File: src/hw/sg1000_params.svh
`ifndef SG1000_PARAMS_SVH
`define SG1000_PARAMS_SVH

// cart address width, so the cart RAM holds 2**15 bytes.
`define SG_CART_AW 15

// console colour is 2 bits per channel, VGA colour is 6.
`define SG_COLOR_IN_W 2
`define SG_COLOR_OUT_W 6

`define SG_AUDIO_W 6

// cycles the console stays in reset after a download ends.
`define SG_RESET_HOLD 16

`endif

File: src/hw/sg1000_pkg.sv
`default_nettype none

package sg1000_pkg;

	// scanline options as the OSD menu encodes them.
	// SCAN_RSVD used to select HQ2x and now passes video unchanged.
	typedef enum logic [1:0] {
		SCAN_NONE  = 2'd0,
		SCAN_RSVD  = 2'd1,
		SCAN_CRT25 = 2'd2,
		SCAN_CRT50 = 2'd3
	} scanline_mode_e;

	// cartridge loader states.
	// LD_SETTLE keeps the console in reset while the hold counter runs.
	typedef enum logic [1:0] {
		LD_IDLE    = 2'd0,
		LD_LOADING = 2'd1,
		LD_SETTLE  = 2'd2
	} loader_state_e;

endpackage

`default_nettype wire

File: src/hw/rom_load_if.sv
`default_nettype none

`include "sg1000_params.svh"

// cartridge image stream from the configuration controller.
interface rom_load_if;
	logic                   download;
	logic                   wr;
	logic [`SG_CART_AW-1:0] addr;
	logic [7:0]             data;

	modport loader (
		input download, wr, addr, data
	);

	modport source (
		output download, wr, addr, data
	);
endinterface

`default_nettype wire

File: src/hw/cart_loader.sv
`default_nettype none

`include "sg1000_params.svh"

module cart_loader (
	input  wire logic                   clk_sys,
	input  wire logic                   reset,
	rom_load_if.loader                  load,
	input  wire logic [`SG_CART_AW-1:0] console_addr,
	input  wire logic                   menu_reset,
	input  wire logic                   button_reset,
	output logic      [`SG_CART_AW-1:0] ram_addr,
	output logic                        ram_we,
	output logic      [7:0]             ram_wdata,
	output logic                        console_reset_n
);

	localparam int CW = $clog2(`SG_RESET_HOLD);

	// the edge that enters LD_SETTLE already counts as the first hold cycle.
	localparam logic [CW-1:0] HOLD_LOAD = CW'(`SG_RESET_HOLD - 1);

	sg1000_pkg::loader_state_e state;
	sg1000_pkg::loader_state_e state_d;
	logic [CW-1:0]             hold_cnt;

	// the loader owns the cart RAM port for the whole download.
	assign ram_addr  = load.download ? load.addr : console_addr;
	assign ram_we    = load.download & load.wr;
	assign ram_wdata = load.data;

	always_comb begin
		state_d = state;
		case (state)
			sg1000_pkg::LD_IDLE: begin
				if (load.download)
					state_d = sg1000_pkg::LD_LOADING;
			end
			sg1000_pkg::LD_LOADING: begin
				if (!load.download)
					state_d = sg1000_pkg::LD_SETTLE;
			end
			sg1000_pkg::LD_SETTLE: begin
				if (load.download)
					state_d = sg1000_pkg::LD_LOADING;
				else if (hold_cnt == CW'(1))
					state_d = sg1000_pkg::LD_IDLE;
			end
			default: state_d = sg1000_pkg::LD_IDLE;
		endcase
	end

	always_ff @(posedge clk_sys) begin
		if (reset) begin
			state           <= sg1000_pkg::LD_SETTLE;
			hold_cnt        <= HOLD_LOAD;
			console_reset_n <= 1'b0;
		end else begin
			state <= state_d;
			if (state != sg1000_pkg::LD_SETTLE)
				hold_cnt <= HOLD_LOAD;
			else
				hold_cnt <= hold_cnt - 1'b1;
			// release only once the loader is idle and nobody asks for reset.
			console_reset_n <= (state_d == sg1000_pkg::LD_IDLE) && !menu_reset && !button_reset;
		end
	end

endmodule

`default_nettype wire

File: src/flat_wrapper.sv
// flat-port wrapper written by rule: the top's interface ports become plain ports
module cart_loader_flat 
  (clk_sys, reset, console_addr, menu_reset, button_reset, ram_addr, ram_we, ram_wdata, console_reset_n, load_download, load_wr, load_addr, load_data);
  rom_load_if load_i ();
  input  wire logic clk_sys;
  input  wire logic reset;
  input  wire logic [`SG_CART_AW-1:0] console_addr;
  input  wire logic menu_reset;
  input  wire logic button_reset;
  output logic      [`SG_CART_AW-1:0] ram_addr;
  output logic ram_we;
  output logic      [7:0] ram_wdata;
  output logic console_reset_n;
  input wire logic [$bits(load_i.download)-1:0] load_download;
  input wire logic [$bits(load_i.wr)-1:0] load_wr;
  input wire logic [$bits(load_i.addr)-1:0] load_addr;
  input wire logic [$bits(load_i.data)-1:0] load_data;
  assign load_i.download = load_download;
  assign load_i.wr = load_wr;
  assign load_i.addr = load_addr;
  assign load_i.data = load_data;
  cart_loader u_core (.clk_sys(clk_sys), .reset(reset), .load(load_i), .console_addr(console_addr), .menu_reset(menu_reset), .button_reset(button_reset), .ram_addr(ram_addr), .ram_we(ram_we), .ram_wdata(ram_wdata), .console_reset_n(console_reset_n));
endmodule
File: config.mk
export PLATFORM = sky130hd
export DESIGN_NAME = cart_loader_flat
export DESIGN_NICKNAME = d
export VERILOG_FILES = /design/src/hw/sg1000_pkg.sv /design/src/hw/rom_load_if.sv /design/src/hw/cart_loader.sv /design/src/flat_wrapper.sv
export VERILOG_INCLUDE_DIRS = /design/src /design/src/hw
export SDC_FILE = /design/constraint.sdc
export NUM_CORES = 1
export LEC_CHECK = 0
export BUFFER_PORTS_ARGS = -buffer_cell sky130_fd_sc_hd__buf_2
export CAP_MARGIN = 20
export CELL_PAD_IN_SITES_DETAIL_PLACEMENT = 1
export CELL_PAD_IN_SITES_GLOBAL_PLACEMENT = 1
export CORE_UTILIZATION = 20
export DETAILED_ROUTE_END_ITERATION = 6
export PLACE_DENSITY_LB_ADDON = 0.1
export SLEW_MARGIN = 20
export SYNTH_ARGS = -nofsm -noshare
export SYNTH_HDL_FRONTEND = slang
export SYNTH_SLANG_ARGS = --single-unit
export TNS_END_PERCENT = 30
File: constraint.sdc
create_clock -name clk_sys -period 4.03 [get_ports clk_sys]
set_clock_uncertainty 0.15 [all_clocks]
set_input_delay 0.2015 -clock clk_sys [delete_from_list [all_inputs] [get_ports clk_sys]]
set_output_delay 0.2015 -clock clk_sys [all_outputs]
set_load 0.01 [all_outputs]
==> impl_metrics.py <==
metrics = {
    "place": {
        "place_ws_ns": 2.61,
        "dp.cells": 126,
        "place_area_sq_um": 753,
        "gp_congestion": 0.675,
        "hpwl_um": 1140,
        "io_buffers": 52,
    },
    "floorplanning": {
        "num_io_pins": 69,
        "core_area_sq_um": 2480,
        "die_h_um": 53.4,
        "rows": 18,
        "start_util_pct": 21.3,
        "die_x_um": 53.4,
        "dieArea_sq_um": 2850,
    },
    "synth": {
        "netlist.area_leader.share_pct": 32.0,
        "synth_warnings": 0,
        "synth_edf_count": 0,
        "syn-cell-area_sq_um": 528,
        "syn_area_per_cell_sq_um": 9.78,
        "postSynth.asyncResetShare_pct": 0,
        "synth.distinct_cells": 18,
        "netlist_top_cells_area": "mux2_2 32%, dfxtp_1 27%, buf_4 13%",
        "yosys.area.top_type": "mux2_2",
        "yosys_register_bits": 7,
        "syn_nets": 100,
        "syn_inst": 54,
        "synthFlopType": "dfxtp_1",
        "synthTopCellsByCount": "15 x mux2_2, 9 x buf_4, 7 x dfxtp_1, 4 x nand2_1, 3 x inv_1",
        "ys_seq_area_share_pct": 26.5,
        "yosysMostFrequentCell": "mux2_2",
    },
    "layout": {
        "fill_cells": 317,
        "antenna_cells": 0,
        "design_area_sq_um": 790,
        "drive_gt1_share_pct": 69.3,
        "nNetsFinal": 148,
        "utilization_pct": 31.9,
        "stdcell_count": 131,
        "area_growth_syn_to_layout_pct": 49.5,
    },
    "sta": {
        "finalSetupTns_ns": 0,
        "period_needed_ns": 1.45,
        "drv_slew": 0,
        "rsz0062_at_grt": "false",
        "relSlewSlack_pct": 65.4,
        "setup_viol": 0,
        "hold_viol_final": 0,
        "setup_ws_ns": 2.58,
        "hold_slack_ns": 0.0638,
        "tightestPinTransition_ns": 0.518,
        "fin_crit_sh_pct": 35.9,
        "max_freq_mhz": 692,
    },
    "cts": {
        "cts_sinks": 7,
        "cts-root-buf": "clkbuf_4",
        "clockBufferDepth": 2,
        "numCtsBuffers": 3,
        "cts_hold_buf": 1,
        "postCtsSetupBuffers": 0,
        "cts_resized": 0,
        "worst_skew_pair.late_latency_ns": 0.25,
        "path_clk_slew_ns": 0.05,
        "cts_tree": "yes",
        "htreeDepth": 1,
    },
    "detailed_routing": {
        "wire_per_inst_um": 10.4,
        "dr.pass1.iters": 3,
        "ant_nets": 0,
        "drcViolationCount": 0,
        "route.vias.total": 551,
        "drtIter0Drc": 3,
        "detail_route.wirelength_um": 1370,
        "viasPerCell": 4.21,
    },
    "global_route": {
        "grt_max_degree": 20,
        "grt_pass1_vias": 572,
        "grt_usage_pct": 11.2,
        "grt-ovfl-total": 0,
        "antenna_found_initial": 0,
        "grt_pass1_wl_um": 2260,
    },
    "run": {
        "cap_violations": 0,
    },
    "critical_path": {
        "worstSetupPathType": "in -> reg",
        "cp_slowest_cell": "dlygate4sd3_1",
        "critPathCaptureType": "flip-flop",
        "cp_data_required_time_ns": 4.00,
        "crit_arrival_ns": 1.42,
        "cpPeakStageDelay_ns": 0.53,
        "crit_chain": "dlygate4sd3_1 > buf_2 > nor3b_1 > nand2_1",
        "startpoint_type": "primary input",
        "worstPathMaxFanout": 4,
    },
    "status": {
        "status": "complete, no violations",
    },
    "power": {
        "power_leakage_nw": 0.408,
        "p_per_area_nw_per_um2": 252,
        "ir_worst_vdd_mv": 0.136,
        "totalPowerFinal_mw": 0.199,
    },
    "min_path": {
        "hold_path.class": "in -> reg",
    },
}
[logic make-up (layout without fill, tap and decap cells)]
| group | count (synthesis) | in the layout | share of synthesized area [%] |
|---|---|---|---|
| buffers and inverters | 13 | 60 | 15.9 |
| AOI/OAI and AO/OA | 4 | 4 | 5.69 |
| adders and majority gates | 2 | 2 | 4.74 |
| muxes | 15 | 15 | 32.0 |
| xor gates and xnor gates | 2 | 2 | 3.32 |
| and+or+nand+nor | 11 | 11 | 11.8 |
| DFF | 7 | 7 | 26.5 |
[worst paths after layout]
kind / from / end / slack, ns / cells after the start
worst min register to register: u_core.hold_cnt[0]$_SDFF_PP1_ / u_core.hold_cnt[0]$_SDFF_PP1_ / 0.27 / 1
worst max register to register: u_core.hold_cnt[0]$_SDFF_PP1_ / u_core.state[1]$_SDFF_PP1_ / 2.61 / 3
worst max-delay path: reset / u_core.hold_cnt[1]$_SDFF_PP1_ / 2.58 / 4
worst min-delay path: button_reset / u_core.console_reset_n$_SDFF_PP0_ / 0.06 / 3
[layout make-up]
type | count | area [sq um] | area share [%]
Tap cell | 30 | 37.5 | 4.75
Timing Repair Buffer | 53 | 270 | 34.2
Inverter | 3 | 11.3 | 1.43
Clock buffer | 4 | 26.3 | 3.33
Multi-Input combinational cell | 34 | 304 | 38.5
Sequential cell | 7 | 140 | 17.7
[metal layers]
layer / global-route usage [%] / vias to the layer above / part of all wire, %
met2: 20.2 / 31 / 51
met4: 3.07 / 0 / 0
li1: - / 273 / -
met1: 10.8 / 247 / 39
met3: 6.32 / 0 / 11
met5: 0 / - / 0
[critical path, delay by kind of cell]
kind	cells	cell delay, ns
buffers and inverters	2	0.67
and+or+nand+nor	2	0.55
[flip-flops by register name (all words and copies together), names as in the netlist]
register / flops
u_core.hold_cnt: 4
u_core.console_reset_n: 1
u_core.state: 2
[cell usage in the layout (no fill, tap or decap), types with 2 or more instances in the layout]
cell type	instances
buf_2	52
mux2_2	15
dfxtp_1	7
nand2_1	4
inv_1	3
clkbuf_4	3
nor3b_1	2
xnor2_1	2
ha_1	2
[power breakdown]
part / switching, mW / internal (mW) / total (mW)
registers: 0.00291 / 0.0725 / 0.0754
clock network: 0.0272 / 0.0379 / 0.0650
logic: 0.0240 / 0.0349 / 0.0589
total: 0.0540 / 0.145 / 0.199
(Power assumes the default switching activity.)
