`src/hw/sg1000_params.svh`:
```
`ifndef SG1000_PARAMS_SVH
`define SG1000_PARAMS_SVH

// cart address width, so the cart RAM holds 2**15 bytes.
`define SG_CART_AW 15

// console colour is 2 bits per channel, VGA colour is 6.
`define SG_COLOR_IN_W 2
`define SG_COLOR_OUT_W 6

`define SG_AUDIO_W 6

// cycles the console stays in reset after a download ends.
`define SG_RESET_HOLD 16

`endif

```
`src/hw/audio_dac.sv`:
```
`default_nettype none

`include "sg1000_params.svh"

module audio_dac (
	input  wire logic                   clk_sys,
	input  wire logic                   reset,
	input  wire logic [`SG_AUDIO_W-1:0] sample,
	output logic                        dac_out
);

	logic [`SG_AUDIO_W-1:0] acc;
	logic [`SG_AUDIO_W:0]   sum;

	// the carry fires sample times in every 2**SG_AUDIO_W cycles.
	assign sum = {1'b0, acc} + {1'b0, sample};

	always_ff @(posedge clk_sys) begin
		if (reset) begin
			acc     <= '0;
			dac_out <= 1'b0;
		end else begin
			acc     <= sum[`SG_AUDIO_W-1:0];
			dac_out <= sum[`SG_AUDIO_W];
		end
	end

endmodule

`default_nettype wire

```
`config.mk`:
```
export PLATFORM = sky130hd
export DESIGN_NAME = audio_dac
export DESIGN_NICKNAME = d
export VERILOG_FILES = /design/src/hw/audio_dac.sv
export VERILOG_INCLUDE_DIRS = /design/src /design/src/hw
export SDC_FILE = /design/constraint.sdc
export NUM_CORES = 1
export LEC_CHECK = 0
export ABC_AREA = 1
export BUFFER_PORTS_ARGS = -buffer_cell sky130_fd_sc_hd__buf_2
export CAP_MARGIN = 0
export CORE_AREA = 2 2 39 41
export DETAILED_ROUTE_END_ITERATION = 10
export DIE_AREA = 0 0 41 43
export PLACE_DENSITY = 0.57
export SLEW_MARGIN = 10
export SYNTH_ARGS = -nofsm -noshare
export SYNTH_HDL_FRONTEND = slang
export SYNTH_SLANG_ARGS = --single-unit
```
`constraint.sdc`:
```
create_clock -name clk_sys -period 1.95 [get_ports clk_sys]
set_input_delay 0.2925 -clock clk_sys [delete_from_list [all_inputs] [get_ports clk_sys]]
set_output_delay 0.2925 -clock clk_sys [all_outputs]
set_load 0.03 [all_outputs]
```
==> impl_metrics.tcl, run 1 <==
set metrics [dict create \
    cap_viol_max_count 0 \
    dr.pass1.iters 6 \
    synth_seq_cells 7 \
    nets 81 \
    postSynthCellCount 53 \
    rows 14 \
    seq_area_frac_synth_pct 33.43 \
    die_y_um 43 \
    synth_cell_type_count 16 \
    initial_core_util_pct 30.29 \
    power.leakage_nw 0.2608 \
    end_kind "flop" \
    antenna_found_initial 0 \
    n_fill_cell 154 \
    cts_num_sinks 7 \
    diodes 0 \
    synthArstFlopShare_pct 0 \
    track_usage_pct 8.936 \
    synth.top_cells.by_count "inv_1 (8), nand2_1 (8), nor2_1 (8)" \
    hold_viol 0 \
    min_period_ns 1.406 \
    crit_chain "ha_1 -> inv_1 -> fa_1 -> o21ai_2 -> nand2_2 -> nand2_1 -> nor2_1" \
    outcome "finished, final reports clean" \
    gp_congestion 0.6784 \
    overflow 0 \
    regArea_um2 140.1 \
    worstSkewPairLatency_ns 0.24 \
    cts_root_buf "clkbuf_4" \
    ant_nets 0 \
    drc 0 \
    maxSlewViolCount 0 \
    syn2layout_area_growth_pct 20.60 \
    path_class "reg2reg" \
    worst_path_largest_cell_delay_ns 0.42 \
    synthFlopType "dfxtp_1" \
    die_w_um 41 \
    period_share_pct 72.11 \
    clockBufferDepth 2 \
    worst_path_max_delay_cell "fa_1" \
    path_clk_slew_ns 0.06 \
    io_pins 9 \
    hold_buffers 0 \
    syn_area_per_cell_um2 7.909 \
    tns_ns 0 \
    grt_setup_unrepaired "no" \
    synth_area_leaders "dfxtp_1 (33%), ha_1 (18%), inv_1 (7.2%), nand2_1 (7.2%), nor2_1 (7.2%)" \
    finClkSkew_ns 0.001126 \
    port_buffers 8 \
    synth-warning-count 0 \
    numCtsBuffers 3 \
    start_kind "flop" \
    routed_via_density 4.247 \
    routed_wl_um 681 \
    fin_util_pct 36.53 \
    grt_pass1_vias 290 \
    slew_headroom_pct 86.13 \
    core_mm2 0.001384 \
    synth_edf_count 0 \
    via_count 344 \
    wl_per_cell_um 8.407 \
    yosys.area.top_type "dfxtp_1" \
    setup_viol_count_final 0 \
    tritoncts "yes" \
    worstMarginPinSlew_ns 0.2058 \
    max_freq_mhz 711.2 \
    drive_above_1_share_pct 27.69 \
    vdd_drop_max_mv 0.2889 \
    hpwl_um 559.9 \
    cp_max_fo 3 \
    drt_iter0_markers 15 \
    synthesis.nets 68 \
    worst_ep_arrival_time_ns 1.55 \
    critPathRequiredTime_ns 2.09 \
    cts.repair.resized 0 \
    power.density_mw_per_mm2 948.8 \
    grt_pass1_wl_um 1083 \
    htreeDepth 1 \
    syn-cell-area_um2 419.2 \
    fp.dieArea_mm2 0.001763 \
    grt_max_degree 6 \
    hp-class "in2reg" \
    post_cts_buffers 0 \
    synth_top_area_share_pct 33.43 \
    multi_input_area_um2 245.2 \
]
-- flip-flops by register name, indices dropped and copies added, names as in the netlist --
| register | cells |
|---|---|
| dac_out | 1 |
| acc | 6 |
-- per-stage QoR --
step	instances	hold WS (ns)	setup slack (ns)	power, mW	cell area (um^2)
after floorplan	53	0.3592	0.6374	0.3174	419.2
after global placement	77	0.4883	0.4783	0.3468	479.2
after detailed placement	77	0.4925	0.4547	0.3510	479.2
after CTS	81	0.2283	0.5227	0.4861	505.5
after global routing	81	0.2487	0.4459	0.5180	505.5
final	81	0.2342	0.5439	0.4796	505.5
-- report_power, final --
group	total, mW	switching [mW]	leakage (nW)	internal, mW
logic	0.168	0.0983	0.188	0.0700
registers	0.179	0.00858	0.0583	0.171
clock network	0.132	0.0538	0.0150	0.0781
-- logic make-up after synthesis --
group                    synth area share, %
AO/OA/AOI/OAI                          11.34
adder cells (fa/ha/maj)                22.69
buffers and inverters                  8.059
flip-flops                             33.43
AND/OR/NAND/NOR                        24.48
-- metal layers --
layer | track usage, % | wire length (um)
met5 | 0 | 0
met4 | 6.000 | 14
met3 | 1.571 | 23
met2 | 13.44 | 328
met1 | 10.93 | 314
-- final timing paths --
path                     startpoint                end  slack [ns]  cells past startpoint
hold reg to reg   acc[0]$_SDFF_PP0_  acc[0]$_SDFF_PP0_        0.56                      3
setup / recovery  acc[0]$_SDFF_PP0_  acc[4]$_SDFF_PP0_        0.54                      7
setup reg to reg  acc[0]$_SDFF_PP0_  acc[4]$_SDFF_PP0_        0.54                      7
hold / removal                reset  acc[1]$_SDFF_PP0_        0.23                      2
-- worst max-delay path, delay by kind of cell, from the launching register on --
family	cells	cell delay [ns]
compound gates	1	0.19
fa+ha+maj	2	0.57
buf+inv	1	0.05
simple gates	3	0.17
flops	1	0.31
-- layout make-up --
type / instances / area share, %
flip-flops and latches: 7 / 27.72
well taps: 16 / 3.960
repair buffers: 8 / 7.921
clock buffers: 4 / 5.198
inverters: 9 / 6.683
multi-input cells: 37 / 48.51
-- cell usage in the layout (no fill, tap or decap) --
master,n
inv_1,8
nor2_1,8
nand2_1,8
buf_2,8
dfxtp_1,7
ha_1,6
a21oi_1,4
clkbuf_4,3
o21ai_0,2
nand2_2,2
o21ai_2,1
nor2_2,1
and2_4,1
a21oi_2,1
clkinv_1,1
nand3_2,1
nand3_1,1
fa_1,1
clkbuf_1,1
No activity file was read; power rests on OpenSTA's default activity.
==> run 2, diff against run 1 <==
ABC_AREA = 0   (was 1)
PLACE_DENSITY = 0.58   (was 0.57)
clock period = 1.45 ns   (was 1.95 ns; I/O delays follow)
==> impl_metrics.tcl, run 2 <==
set metrics [dict create \
    die_y_um 43 \
    min_period_ns 1.448 \
    path_class "reg2reg" \
    period_share_pct 99.87 \
    synth_cell_type_count 23 \
    total_power_mw 0.7723 \
    end_kind "flop" \
    drc 0 \
    outcome "finished, final reports clean" \
    synth.most_common_cell "dfxtp_1" \
    post_cts_buffers 0 \
    wl_per_cell_um 11.23 \
    synthesis.nets 61 \
    routed_via_density 5.093 \
    grt_pass1_wl_um 1304 \
    critPathRequiredTime_ns 1.63 \
    max_freq_mhz 690.6 \
    hpwl_um 607.8 \
    path_clk_slew_ns 0.06 \
    power.leakage_nw 0.2421 \
    diodes 0 \
    layout_commonest_cell "buf_2" \
    dr.pass1.iters 4 \
    start_kind "flop" \
    finClkSkew_ns 0.005789 \
    cap_viol_max_count 0 \
    routed_wl_um 842 \
    port_buffers 8 \
    stdcell_count 75 \
    cp_max_fo 4 \
    seq_area_frac_synth_pct 32.46 \
    synthArstFlopShare_pct 0 \
    largest-register "acc" \
    place_area_um2 504.2 \
    die_w_um 41 \
    initial_core_util_pct 31.19 \
    tns_ns 0 \
    track_usage_pct 11.90 \
    htreeDepth 1 \
    synth_edf_count 0 \
    synthFlopType "dfxtp_1" \
    placed_cells 71 \
    synth_top_area_share_pct 32.46 \
    syn2layout_area_growth_pct 32.46 \
    largest_register_ffs 6 \
    reg_top3 "acc: 6 flops, dac_out: 1 flops" \
    hold_slack_ns 0.2417 \
    yosys.area.top_type "dfxtp_1" \
    overflow 0 \
    vdd_drop_max_mv 0.4511 \
    cts_num_sinks 7 \
    antenna_found_initial 0 \
    via_count 382 \
    maxSlewViolCount 0 \
    tritoncts "yes" \
    synth_area_leaders "dfxtp_1 (32%), ha_1 (17%), a211oi_1 (5.2%), fa_1 (4.6%), nor2_1 (4.3%)" \
    nets 75 \
    slew_headroom_pct 81.33 \
    most-common-layout-cells "buf_2 (8), dfxtp_1 (6), nor2_1 (5), ha_1 (5)" \
    clockBufferDepth 2 \
    hold_viol 0 \
    synth_seq_cells 7 \
    rows 14 \
    drt_iter0_markers 8 \
    gp_congestion 0.7361 \
    cts_root_buf "clkbuf_4" \
    io_pins 9 \
    fp.dieArea_mm2 0.001763 \
    numCtsBuffers 3 \
    grt_setup_unrepaired "yes" \
    hp-class "in2reg" \
    power.density_mw_per_mm2 1351 \
    syn-cell-area_um2 431.7 \
    synth.top_cells.by_count "dfxtp_1 (7), ha_1 (6), nor2_1 (5)" \
    worstMarginPinSlew_ns 0.2761 \
    grt_pass1_vias 324 \
    synth-warning-count 0 \
    final_area_um2 571.8 \
    worstSkewPairLatency_ns 0.27 \
    worst_ep_arrival_time_ns 1.63 \
    core_mm2 0.001384 \
    postSynthCellCount 46 \
    drive_above_1_share_pct 37.29 \
    ant_nets 0 \
    grt_max_degree 12 \
    syn_area_per_cell_um2 9.384 \
    setup_viol_count_final 0 \
]
run 2: cell count changes after synthesis, sizes merged, moves of 2 or more:
| cell | previous run | this run |
|---|---|---|
| a211oi | 0 | 3 |
| nor2 | 9 | 5 |
| nand3 | 2 | 0 |
| inv | 8 | 3 |
| nor3 | 0 | 3 |
| nor2b | 0 | 3 |
| a21oi | 5 | 0 |
| nand2 | 10 | 0 |
run 2: final cells by class:
type | count | area [um^2]
sequential | 7 | 141.4
inverter | 3 | 11.26
fill | 142 | 812.0
clock buffer | 4 | 26.28
multi-input combinational | 35 | 317.8
tap | 16 | 20.02
timing repair buffer | 10 | 55.05
run 2: path summary, 6_finish.rpt:
check	startpoint	end	slack (ns)	cells after the start
hold reg to reg	acc[0]$_SDFF_PP0_	acc[0]$_SDFF_PP0_	0.60	2
setup / recovery	acc[0]$_SDFF_PP0_	acc[4]$_SDFF_PP0_	0.002	6
hold / removal	reset	acc[1]$_SDFF_PP0_	0.24	2
setup reg to reg	acc[0]$_SDFF_PP0_	acc[4]$_SDFF_PP0_	0.002	6
run 2: cells by family after synthesis:
group / synth area share (%)
compound gates: 16.52
flops: 32.46
buf+inv: 3.767
simple gates: 25.22
fa+ha+maj: 22.03
run 2: worst max-delay path, stage by stage, from the launching register on:
cell and delay, ns:
dfxtp_2 0.33, ha_4 0.12, inv_2 0.03, fa_2 0.38, nor2b_4 0.17, o21ai_2 0.07
a221oi_2 0.25
run 2: per-stage QoR:
step / util (%) / setup WS, ns
after floorplan: - / 0.01238
final: 41.32 / 0.001910
after global placement: 36.44 / -0.03311
after CTS: 38.88 / -0.01250
after global routing: 41.32 / -0.06429
after detailed placement: 36.44 / -0.06948
run 2: timing repair:
item | 4_1_cts | 5_1_grt
hold buffers | 0 | 0
pin swaps | 0 | 4
gates resized for setup | 2 | 9
setup endpoints to repair | 2 | 2
run 2: layer usage:
metal | wire [um] | global-route usage (%) | vias to the layer above
li1 | - | - | 197
met1 | 413 | 15.31 | 171
met2 | 350 | 13.75 | 9
met3 | 45 | 6.283 | 5
met4 | 33 | 10.00 | 0
met5 | 0 | 0 | -
run 2: where the power goes:
| group | switching, mW | internal [mW] | total [mW] |
|---|---|---|---|
| Combinational | 0.161 | 0.162 | 0.324 |
| Sequential | 0.0147 | 0.239 | 0.254 |
| Clock | 0.0888 | 0.106 | 0.195 |
==> run 3, diff against run 2 <==
==> constraint.sdc (replaced) <==
create_clock -name clk_sys -period 1.45 [get_ports clk_sys]
set_input_delay 0.145 -clock clk_sys [delete_from_list [all_inputs] [get_ports clk_sys]]
set_output_delay 0.145 -clock clk_sys [all_outputs]
set_load 0.03 [all_outputs]
==> impl_metrics.tcl, run 3 (synthesis gave the netlist of run 2 again) <==
set metrics [dict create \
    hpwl_um 617 \
    power.leakage_nw 0.2503 \
    hold_viol 0 \
    slew_headroom_pct 83.78 \
    ant_nets 0 \
    min_period_ns 1.421 \
    hp-class "in2reg" \
    outcome "finished, final reports clean" \
    drt_iter0_markers 0 \
    cp_top_family "adder cells" \
    reg2reg_depth 6 \
    clockBufferDepth 2 \
    setup_viol_count_final 0 \
    drc 0 \
    largest_register_ffs 6 \
    place_ws_ns -0.1024 \
    core_mm2 0.001384 \
    hold_buffers 0 \
    setup_ws_ns 0.02908 \
    wl_per_cell_um 10.18 \
    end_kind "flop" \
    routed_via_density 4.697 \
    cts_num_sinks 7 \
    worst_path_max_delay_cell "or3_1" \
    max_freq_mhz 703.8 \
    n_fill_cell 133 \
    path_clk_slew_ns 0.05 \
    overflow 0 \
    htreeDepth 1 \
    grt_pass1_wl_um 1317 \
    dr.pass1.iters 1 \
    cp_max_fo 4 \
    nets 76 \
    critPathRequiredTime_ns 1.62 \
    cts_root_buf "clkbuf_4" \
    maxSlewViolCount 0 \
    worst_ep_arrival_time_ns 1.59 \
    fp.dieArea_mm2 0.001763 \
    tritoncts "yes" \
    grt_pass1_vias 345 \
    most-common-layout-cells "buf_2 (8), dfxtp_1 (7), ha_1 (6)" \
    start_kind "flop" \
    numCtsBuffers 3 \
    diodes 0 \
    rows 14 \
    finClkSkew_ns 0.0002264 \
    antenna_found_initial 0 \
    total_power_mw 0.7584 \
    hold_slack_ns 0.1851 \
    syn2layout_area_growth_pct 28.70 \
    crit_chain "ha_1 -> inv_1 -> fa_2 -> nor2b_4 -> or3_1 -> a221oi_2" \
    crit_cells 6 \
    die_w_um 41 \
    crit_buf_inv 1 \
    cap_viol_max_count 0 \
    reg_top3 "acc: 6 flops, dac_out: 1 flops" \
    track_usage_pct 11.48 \
    initial_core_util_pct 31.19 \
    layout_commonest_cell "buf_2" \
    io_pins 9 \
    gp_congestion 0.7043 \
    path_class "reg2reg" \
    routed_wl_um 774 \
    grt_max_degree 12 \
    port_buffers 8 \
    worst_path_largest_cell_delay_ns 0.32 \
    die_y_um 43 \
    power.density_mw_per_mm2 1365 \
    stdcell_count 76 \
    largest-register "acc" \
    period_share_pct 97.99 \
    placed_cells 72 \
    vdd_drop_max_mv 0.4996 \
    worstSkewPairLatency_ns 0.25 \
    hold_depth 2 \
    grt_setup_unrepaired "yes" \
    drive_above_1_share_pct 30.00 \
    via_count 357 \
    fin_util_pct 40.14 \
    worstMarginPinSlew_ns 0.2399 \
]
==> run 3: worst reg2reg max path: stages (launching register included) <==
cell and delay [ns]:
dfxtp_1 0.30, ha_1 0.18, inv_1 0.07, fa_2 0.22, nor2b_4 0.06, or3_1 0.32, a221oi_2 0.20
==> run 3: timing repair <==
| item | CTS | global route |
|---|---|---|
| buffers inserted | 0 | 0 |
| gates resized for setup | 4 | 1 |
| hold endpoints to repair | 0 | 0 |
| setup endpoints to repair | 2 | 2 |
==> run 3: final timing paths <==
kind                     startpoint                 to  slack [ns]
hold reg to reg   acc[0]$_SDFF_PP0_  acc[0]$_SDFF_PP0_        0.57
setup reg to reg  acc[0]$_SDFF_PP0_  acc[4]$_SDFF_PP0_        0.03
setup / recovery  acc[0]$_SDFF_PP0_  acc[4]$_SDFF_PP0_        0.03
hold / removal                reset  acc[1]$_SDFF_PP0_        0.19
==> run 3: area by class of cell <==
class	instances	area, um^2	share of cell area (%)
multi-input cells	35	295.3	53.15
well taps	16	20.02	3.604
flip-flops and latches	7	140.1	25.23
inverters	3	11.26	2.027
clock buffers	4	26.28	4.730
repair buffers	11	62.56	11.26
==> run 3: metal layers <==
layer  vias up  track usage, %  share of wire [%]
met5         -               0                  0
met4         0           6.000                1.6
met3         2           6.283                5.7
met2         8           15.94                 43
met1       148           13.64                 49
li1        199               -                  -
==> run 3: power breakdown <==
group	internal, mW	switching (mW)	leakage [nW]	total [mW]
clock	0.105	0.0763	0.0150	0.182
sequential	0.238	0.0122	0.0583	0.251
combinational	0.168	0.158	0.177	0.326
==> run 3: metrics by stage <==
stage / instance area (um^2) / setup TNS, ns
2_1_floorplan: 434.2 / 0
3_3_place_gp: 511.7 / -0.07505
3_5_place_dp: 511.7 / -0.1377
4_1_cts: 551.8 / 0
5_1_grt: 555.5 / -0.07666
6_report: 555.5 / 0
