[src/hw/sg1000_params.svh]
`ifndef SG1000_PARAMS_SVH
`define SG1000_PARAMS_SVH

// cart address width, so the cart RAM holds 2**15 bytes.
`define SG_CART_AW 15

// console colour is 2 bits per channel, VGA colour is 6.
`define SG_COLOR_IN_W 2
`define SG_COLOR_OUT_W 6

`define SG_AUDIO_W 6

// cycles the console stays in reset after a download ends.
`define SG_RESET_HOLD 16

`endif

[src/hw/sg1000_pkg.sv]
`default_nettype none

package sg1000_pkg;

	// scanline options as the OSD menu encodes them.
	// SCAN_RSVD used to select HQ2x and now passes video unchanged.
	typedef enum logic [1:0] {
		SCAN_NONE  = 2'd0,
		SCAN_RSVD  = 2'd1,
		SCAN_CRT25 = 2'd2,
		SCAN_CRT50 = 2'd3
	} scanline_mode_e;

	// cartridge loader states.
	// LD_SETTLE keeps the console in reset while the hold counter runs.
	typedef enum logic [1:0] {
		LD_IDLE    = 2'd0,
		LD_LOADING = 2'd1,
		LD_SETTLE  = 2'd2
	} loader_state_e;

endpackage

`default_nettype wire

[src/hw/console_video_if.sv]
`default_nettype none

`include "sg1000_params.svh"

// raw video from the console core, before blanking and expansion.
interface console_video_if;
	logic [`SG_COLOR_IN_W-1:0] r;
	logic [`SG_COLOR_IN_W-1:0] g;
	logic [`SG_COLOR_IN_W-1:0] b;
	logic                      hblank;
	logic                      vblank;
	logic                      hs;
	logic                      vs;

	modport console (
		output r, g, b, hblank, vblank, hs, vs
	);

	modport sink (
		input r, g, b, hblank, vblank, hs, vs
	);
endinterface

`default_nettype wire

[src/hw/video_out.sv]
`default_nettype none

`include "sg1000_params.svh"

module video_out (
	input  wire logic                        clk_sys,
	input  wire logic                        reset,
	console_video_if.sink                    vid,
	input  wire sg1000_pkg::scanline_mode_e  mode,
	output logic      [`SG_COLOR_OUT_W-1:0]  vga_r,
	output logic      [`SG_COLOR_OUT_W-1:0]  vga_g,
	output logic      [`SG_COLOR_OUT_W-1:0]  vga_b,
	output logic                             vga_hs,
	output logic                             vga_vs
);

	localparam int REP = `SG_COLOR_OUT_W / `SG_COLOR_IN_W;

	logic                       hs_q;
	logic                       odd_line;
	logic                       blank;
	logic [`SG_COLOR_OUT_W-1:0] r_d;
	logic [`SG_COLOR_OUT_W-1:0] g_d;
	logic [`SG_COLOR_OUT_W-1:0] b_d;

	// replicating the 2-bit value keeps full white at 63.
	function automatic logic [`SG_COLOR_OUT_W-1:0] expand(
		input logic [`SG_COLOR_IN_W-1:0] c,
		input logic                      blanked
	);
		if (blanked)
			return '0;
		return {REP{c}};
	endfunction

	function automatic logic [`SG_COLOR_OUT_W-1:0] dim(
		input logic [`SG_COLOR_OUT_W-1:0] c,
		input sg1000_pkg::scanline_mode_e m,
		input logic                       odd
	);
		if (!odd)
			return c;
		case (m)
			sg1000_pkg::SCAN_CRT50: return c >> 1;
			sg1000_pkg::SCAN_CRT25: return c - (c >> 2);
			default:                return c;
		endcase
	endfunction

	assign blank = vid.hblank | vid.vblank;

	assign r_d = dim(expand(vid.r, blank), mode, odd_line);
	assign g_d = dim(expand(vid.g, blank), mode, odd_line);
	assign b_d = dim(expand(vid.b, blank), mode, odd_line);

	always_ff @(posedge clk_sys) begin
		if (reset) begin
			hs_q     <= 1'b0;
			odd_line <= 1'b0;
			vga_r    <= '0;
			vga_g    <= '0;
			vga_b    <= '0;
			vga_hs   <= 1'b0;
			vga_vs   <= 1'b0;
		end else begin
			hs_q <= vid.hs;
			// a new line starts on every rising edge of hsync.
			if (vid.hs && !hs_q)
				odd_line <= ~odd_line;
			vga_r  <= r_d;
			vga_g  <= g_d;
			vga_b  <= b_d;
			vga_hs <= vid.hs;
			vga_vs <= vid.vs;
		end
	end

endmodule

`default_nettype wire

[src/flat_wrapper.sv]
// flat-port wrapper written by rule: the top's interface ports become plain ports
module video_out_flat 
  (clk_sys, reset, mode, vga_r, vga_g, vga_b, vga_hs, vga_vs, vid_r, vid_g, vid_b, vid_hblank, vid_vblank, vid_hs, vid_vs);
  console_video_if vid_i ();
  input  wire logic clk_sys;
  input  wire logic reset;
  input  wire sg1000_pkg::scanline_mode_e mode;
  output logic      [`SG_COLOR_OUT_W-1:0] vga_r;
  output logic      [`SG_COLOR_OUT_W-1:0] vga_g;
  output logic      [`SG_COLOR_OUT_W-1:0] vga_b;
  output logic vga_hs;
  output logic vga_vs;
  input wire logic [$bits(vid_i.r)-1:0] vid_r;
  input wire logic [$bits(vid_i.g)-1:0] vid_g;
  input wire logic [$bits(vid_i.b)-1:0] vid_b;
  input wire logic [$bits(vid_i.hblank)-1:0] vid_hblank;
  input wire logic [$bits(vid_i.vblank)-1:0] vid_vblank;
  input wire logic [$bits(vid_i.hs)-1:0] vid_hs;
  input wire logic [$bits(vid_i.vs)-1:0] vid_vs;
  assign vid_i.r = vid_r;
  assign vid_i.g = vid_g;
  assign vid_i.b = vid_b;
  assign vid_i.hblank = vid_hblank;
  assign vid_i.vblank = vid_vblank;
  assign vid_i.hs = vid_hs;
  assign vid_i.vs = vid_vs;
  video_out u_core (.clk_sys(clk_sys), .reset(reset), .vid(vid_i), .mode(mode), .vga_r(vga_r), .vga_g(vga_g), .vga_b(vga_b), .vga_hs(vga_hs), .vga_vs(vga_vs));
endmodule
[config.mk]
export PLATFORM = sky130hd
export DESIGN_NAME = video_out_flat
export DESIGN_NICKNAME = d
export VERILOG_FILES = /design/src/hw/sg1000_pkg.sv /design/src/hw/console_video_if.sv /design/src/hw/video_out.sv /design/src/flat_wrapper.sv
export VERILOG_INCLUDE_DIRS = /design/src /design/src/hw
export SDC_FILE = /design/constraint.sdc
export NUM_CORES = 1
export LEC_CHECK = 0
export ABC_AREA = 1
export BUFFER_PORTS_ARGS = -buffer_cell sky130_fd_sc_hd__buf_4
export CORE_UTILIZATION = 42
export DETAILED_ROUTE_END_ITERATION = 12
export HOLD_SLACK_MARGIN = 0.1
export PLACE_DENSITY = 0.76
export SLEW_MARGIN = 30
export SYNTH_ARGS = -nofsm -noshare
export SYNTH_HDL_FRONTEND = slang
export SYNTH_SLANG_ARGS = --single-unit
[constraint.sdc]
create_clock -name clk_sys -period 0.9 [get_ports clk_sys]
set_input_delay 0.18 -clock clk_sys [delete_from_list [all_inputs] [get_ports clk_sys]]
set_output_delay 0.18 -clock clk_sys [all_outputs]
set_load 0.05 [all_outputs]
==> reports/results.ini, run 1 <==
[synthesis]
syn-num-nets=94
yosysTopAreaCellShare_pct=47.4
synth_seq_area_share_pct=47.4
post_synth_fa_ha_maj_area_fraction_pct=0
synth-simple-area-share_pct=27.1
yosysMostFrequentCell=dfxtp_1
yosys-top-cells-count=dfxtp_1, inv_1, a21oi_1, nand3_1, nand2_1
syn_inst=80
synthMuxAreaShare_pct=0
syn_area_um2=633
synth_top_family_by_area=simple AND/OR/NAND/NOR gates
ys.warnings.count=0
syn_avg_cell_area_um2=7.91
synthFlopType=dfxtp_1
synth_xor_area_share_pct=0
yosys.area.top_type=dfxtp_1
yosys.cell_types.count=16
synth_compound_area_share_pct=8.70
synth_edf_count=0
synth-async-reset-ratio_pct=0
yosys-top-cells-area=dfxtp_1, a21oi_1, inv_1
ys_seq_elements=15

[setup_path]
cp_max_fo=2
reg2reg_slack_ns=-0.04
worstReg2RegEnd=u_core.vga_g[5]$_SDFF_PP0_
arrival_ns=0.82
worst_setup_path_end_kind=primary output
slowest_delay_ns=0.38
cpLargestDelayFamily=flip-flops
crit_type=reg -> out
reg2regPathDepth=4
worst-path-buf-inv=1
path_cells=buf_8
slowest_stage=dfxtp_2
timing.rr.start=u_core.odd_line$_SDFFE_PP0P_
cp.required_ns=0.72
critPathLaunchType=register

[placed_design]
portBuffers=33
dp_hpwl_um=981
place.gp.congestion=0.846

[outcome]
outcome=finished with violations
violations=negative setup slack

[global_route]
use_met2_pct=31.6
overflow=0
use_met1_pct=22.1
grt.busiest_layer=met2
antenna_found_initial=0
grt_pass1_vias=489
grt_usage_pct=19.7
grt_pass1_wl_um=2080
grt_max_degree=14
met3_usage_pct=8.15

[routing]
vias=623
drt_wl_total_um=1640
drc=0
wl_per_cell_um=12.8
drtIter0Drc=20
drt-pass1-iter-count=4
ant_nets=0
viasPerCell=4.87

[worst_hold_path]
hold_path.class=in -> reg
hold_end=u_core.vga_hs$_SDFF_PP0_
worstHoldStart=vid_hs
hold_depth=3

[sta]
hold_ws_ns=0.114
finalClockSkew_ns=0.0112
period_needed_ns=0.999
rsz0062_at_grt=true
setup_violations=23
finalMaxSlewViolations=0
hold_violations=0
fmax_mhz=1000
slew-limit-headroom_pct=85.3
timing.final.crit_share_pct=111
worstMarginPinSlew_ns=0.220
setup_ws_ns=-0.0989

[clocking]
cts_sinks=15
cts_tree=built
clk_pin_slew_ns=0.10
root_buffer=clkbuf_4
htreeDepth=1
cts_inserted_buffers=3
max-clock-path-buffers=2
clk-insertion-delay-late_ns=0.30

[floorplan]
die_area_um2=1670
num_rows=13
start_util_pct=46.9
pin_count=34
die_h_um=40.8
die_w_um=40.8
core_area_um2=1350

[power]
total_leakage_power_nw=0.522
p_switching_mw=0.452
p_int_mw=1.00
totalPowerFinal_mw=1.45
peakVddDrop_mv=0.884
switching_share_pct=31.1
pwr-share-seq_pct=48.7
powerDensity_nw_per_um2=1290
combPwrFrac_pct=24.2
clock_power_share_pct=27.1

[job]
drv_cap=0

[final_layout]
n_fill_cell=69
n_antenna_cell=0
fin_nets=128
area_growth_pct=77.9
final_util_pct=83.4
drive_gt1_share_pct=64.6

## placed cells by master (no fill, tap or decap)
master	n
buf_8	19
dlygate4sd3_1	1
nand3b_1	1
clkbuf_4	3
clkinv_2	1
nand3_4	1
nor2_1	5
buf_6	2
o21ai_0	1
dfxtp_4	4
buf_4	14
inv_1	13
a21oi_2	4
inv_6	1
or2_4	1
nand2_2	2
a21oi_1	6
nor2_2	6
nand3_1	9
nand2_1	4
dfxtp_2	11
inv_2	1
nand2_4	2
nor2_4	1
## kinds of logic (layout without fill, tap and decap cells)
logic type,count (synthesis),in the layout
AND/OR/NAND/NOR,32,32
buffers and inverters,22,55
AO/OA/AOI/OAI,11,11
flip-flops,15,15
## metrics by stage
stage / instances / setup TNS [ns] / cell area [um^2] / worst slack [ns]
global placement: 121 / -0.00531 / 858 / -0.00531
floorplan: 80 / 0 / 642 / 0.00250
CTS: 127 / -1.57 / 1010 / -0.0948
finish: 128 / -1.68 / 1130 / -0.0989
global route: 128 / -2.46 / 1130 / -0.125
detailed placement: 121 / -0.0281 / 858 / -0.0146
## registers in the layout, summed over array words and instances (netlist names)
| name | cells |
|---|---|
| u_core.odd_line | 1 |
| u_core.vga_b | 4 |
| u_core.vga_g | 4 |
| u_core.vga_hs | 1 |
| u_core.vga_r | 4 |
| u_core.vga_vs | 1 |
## metal layers
metal | routed length (um) | part of all wire [%]
met1 | 600 | 37
met4 | 45 | 2.7
met5 | 0 | 0
met3 | 88 | 5.4
met2 | 906 | 55
## cell type report
cell class                      instances  area, um^2  area share (%)
Clock buffer                            3        22.5            2.00
Multi-Input combinational cell         43         267            23.7
Tap cell                               15        18.8            1.67
Clock inverter                          1        5.00           0.444
Timing Repair Buffer                   36         423            37.6
Inverter                               15        61.3            5.44
Sequential cell                        15         329            29.2
## how the worst max path moves through the flow
stage	from	to	slack, ns	cells after the start
2_1_floorplan	u_core.vga_b[2]$_SDFF_PP0_	vga_b[2]	0.002	1
3_3_place_gp	u_core.odd_line$_SDFFE_PP0P_	u_core.vga_b[2]$_SDFF_PP0_	-0.005	4
3_5_place_dp	u_core.odd_line$_SDFFE_PP0P_	u_core.vga_b[2]$_SDFF_PP0_	-0.01	4
4_1_cts	u_core.vga_g[3]$_SDFF_PP0_	vga_g[1]	-0.09	1
5_1_grt	u_core.vga_r[0]$_SDFF_PP0_	vga_r[0]	-0.12	1
6_report	u_core.vga_g[2]$_SDFF_PP0_	vga_g[0]	-0.1	1
## timing repair
item | in CTS | in global routing
resized for setup | 34 | 30
endpoints found under the setup margin | 31 | 32
setup buffers | 1 | 1
hold buffers | 1 | 0
endpoints found under the hold margin | 1 | 0
pin swaps | 0 | 3
## power groups by stage
| stage | sequential, mW | clock [mW] | combinational (mW) |
|---|---|---|---|
| after floorplan | 0.787 | 0 | 0.113 |
| after global placement | 0.715 | 0 | 0.281 |
| after detailed placement | 0.716 | 0 | 0.285 |
| after CTS | 0.709 | 0.402 | 0.318 |
| after global routing | 0.711 | 0.431 | 0.373 |
| final | 0.708 | 0.394 | 0.352 |
Power figures use the tool's default switching activity.
==> run 2, diff against run 1 <==
Settings changed: CORE_UTILIZATION 42 to 38, PLACE_DENSITY 0.76 to 0.72, SKIP_LAST_GASP from default to 1.
Clock period 0.9 ns to 0.85 ns, I/O delays scaled along.
==> reports/results.ini, run 2 (synthesized netlist as in run 1, its figures left out) <==
[global_route]
grt_pass1_vias=592  ; was 489
antenna_found_initial=0  ; unchanged
grt_usage_pct=18.3  ; was 19.7%
overflow=0  ; unchanged
grt_max_degree=12  ; was 14
grt_pass1_wl_um=2480  ; was 2080 um

[placed_design]
portBuffers=33  ; unchanged
dp_hpwl_um=1120  ; was 981 um
place.gp.congestion=0.807  ; was 0.846

[routing]
wl_met3_um=120  ; was 88 um
viasPerCell=5.08  ; was 4.87
drt_wl_total_um=1730  ; was 1640 um
vias=661  ; was 623
top_layer_used=met4  ; unchanged
drc=0  ; unchanged
wl_per_cell_um=13.3  ; was 12.8 um
met2_length_um=946  ; was 906 um
drt-pass1-iter-count=4  ; unchanged
met1_length_um=644  ; was 600 um
drtIter0Drc=22  ; was 20
ant_nets=0  ; unchanged

[sta]
worstMarginPinSlew_ns=0.268  ; was 0.220 ns
slew-limit-headroom_pct=82.1  ; was 85.3%
timing.final.crit_share_pct=115
period_needed_ns=0.977
finalClockSkew_ns=0.00262  ; was 0.0112 ns
setup_violations=29  ; was 23
hold_violations=0  ; unchanged
fmax_mhz=1020
rsz0062_at_grt=true  ; unchanged
fin_setup_tns_ns=-2.43  ; was -1.68 ns
hold_ws_ns=0.108  ; was 0.114 ns
finalMaxSlewViolations=0  ; unchanged
setup_ws_ns=-0.127  ; was -0.0989 ns

[setup_path]
arrival_ns=0.81  ; was 0.82 ns
timing.rr.start=u_core.odd_line$_SDFFE_PP0P_  ; unchanged
worstReg2RegEnd=u_core.vga_b[5]$_SDFF_PP0_  ; was u_core.vga_g[5]$_SDFF_PP0_
worst_setup_path_end_kind=primary output  ; unchanged
reg2reg_slack_ns=-0.08  ; was -0.04 ns
cp_max_fo=2  ; unchanged
cp_num_cells=1  ; unchanged
crit_type=reg -> out  ; unchanged
cp.required_ns=0.68  ; was 0.72 ns
slowest_delay_ns=0.38  ; about the same
cp-endpoint=vga_b[0]  ; was vga_g[0]
path_cells=buf_8  ; unchanged
reg2regPathDepth=4  ; unchanged
slowest_stage=dfxtp_4  ; was dfxtp_2
worst-path-buf-inv=1  ; unchanged
cpLargestDelayFamily=flip-flops  ; unchanged
cp-startpoint=u_core.vga_b[2]$_SDFF_PP0_  ; was u_core.vga_g[2]$_SDFF_PP0_
critPathLaunchType=register  ; unchanged

[final_layout]
most-common-layout-cells=buf_4, buf_8, inv_1  ; was buf_8, buf_4, inv_1
final_util_pct=77.7  ; was 83.4%
n_antenna_cell=0  ; unchanged
area_growth_pct=87.0  ; was 77.9%
largestRegisters=u_core.vga_b: 4 flops, u_core.vga_g: 4 flops, u_core.vga_r: 4 flops  ; unchanged
n_fill_cell=101  ; was 69
drive_gt1_share_pct=71.1  ; was 64.6%
fin_nets=129  ; was 128
multi_input_area_um2=323  ; was 267 um^2
seqCellArea_um2=337  ; was 329 um^2

[outcome]
outcome=finished with violations  ; unchanged
violations=negative setup slack  ; unchanged

[clocking]
clk_pin_slew_ns=0.09  ; was 0.10 ns
cts_tree=built  ; unchanged
cts_setup_buffers=0  ; was 1
clk-insertion-delay-late_ns=0.29  ; was 0.30 ns
cts_sinks=15  ; unchanged
cts_inserted_buffers=3  ; unchanged
root_buffer=clkbuf_4  ; unchanged
max-clock-path-buffers=2  ; unchanged
htreeDepth=1  ; unchanged

[floorplan]
die_h_um=42.8  ; was 40.8 um
die_area_um2=1830  ; was 1670 um^2
die_w_um=42.8  ; was 40.8 um
num_rows=14  ; was 13
core_area_um2=1520  ; was 1350 um^2
start_util_pct=41.5  ; was 46.9%
pin_count=34  ; unchanged

[worst_hold_path]
hold_path.class=in -> reg  ; unchanged
hold_depth=3  ; unchanged

[power]
powerDensity_nw_per_um2=1300  ; was 1290 nW/um^2
total_leakage_power_nw=0.546  ; was 0.522 nW
totalPowerFinal_mw=1.54  ; was 1.45 mW
peakVddDrop_mv=0.998  ; was 0.884 mV

[job]
drv_cap=0  ; unchanged

[run 2: cell count changes in the layout (fill, tap and decap cells not counted), moves of 2 or more]
cell | before | now
nand3_1 | 9 | 6
dfxtp_2 | 11 | 8
buf_8 | 19 | 14
nand2_4 | 2 | 4
a21oi_1 | 6 | 1
dfxtp_4 | 4 | 7
buf_6 | 2 | 7
a21oi_2 | 4 | 9
nor2_4 | 1 | 3
nor2_2 | 6 | 4
nand3_2 | 0 | 3
[run 2: worst min path at each step]
stage	slack (ns)	to	start
floorplan	0.23	u_core.vga_r[3]$_SDFF_PP0_	reset
global placement	0.35	u_core.vga_hs$_SDFF_PP0_	reset
detailed placement	0.35	u_core.vga_hs$_SDFF_PP0_	reset
CTS	0.11	u_core.vga_hs$_SDFF_PP0_	vid_hs
global route	0.13	u_core.vga_hs$_SDFF_PP0_	vid_hs
finish	0.11	u_core.vga_hs$_SDFF_PP0_	vid_hs
[run 2: area by class of cell]
cell class                      count  share of cell area [%]
Tap cell                           16                    1.69
Multi-Input combinational cell     43                    27.3
Inverter                           15                    5.39
Timing Repair Buffer               37                    35.0
Sequential cell                    15                    28.4
Clock buffer                        4                    2.22
[run 2: what timing repair did]
action,CTS,global route
cloned,0,0
pin swaps,0,5
hold endpoints to repair,2,0
setup endpoints to repair,31,32
hold buffers,2,0
gates resized for setup,40,31
[run 2: through the flow]
stage	cells	worst slack, ns	area [um^2]
3_3_place_gp	124	-0.00236	887
3_5_place_dp	124	-0.0309	887
4_1_cts	130	-0.122	1060
6_report	130	-0.127	1180
2_1_floorplan	80	-0.0375	654
5_1_grt	130	-0.150	1180
[run 2: where the power goes]
part	internal, mW	switching [mW]
sequential	0.717	0.0251
clock	0.183	0.225
combinational	0.164	0.229
total	1.06	0.479
[run 2: metal layers]
layer	global-route usage, %	vias to the layer above
li1	-	309
met1	21.3	315
met2	33.0	35
met3	3.83	2
met4	5.63	0
met5	0	-
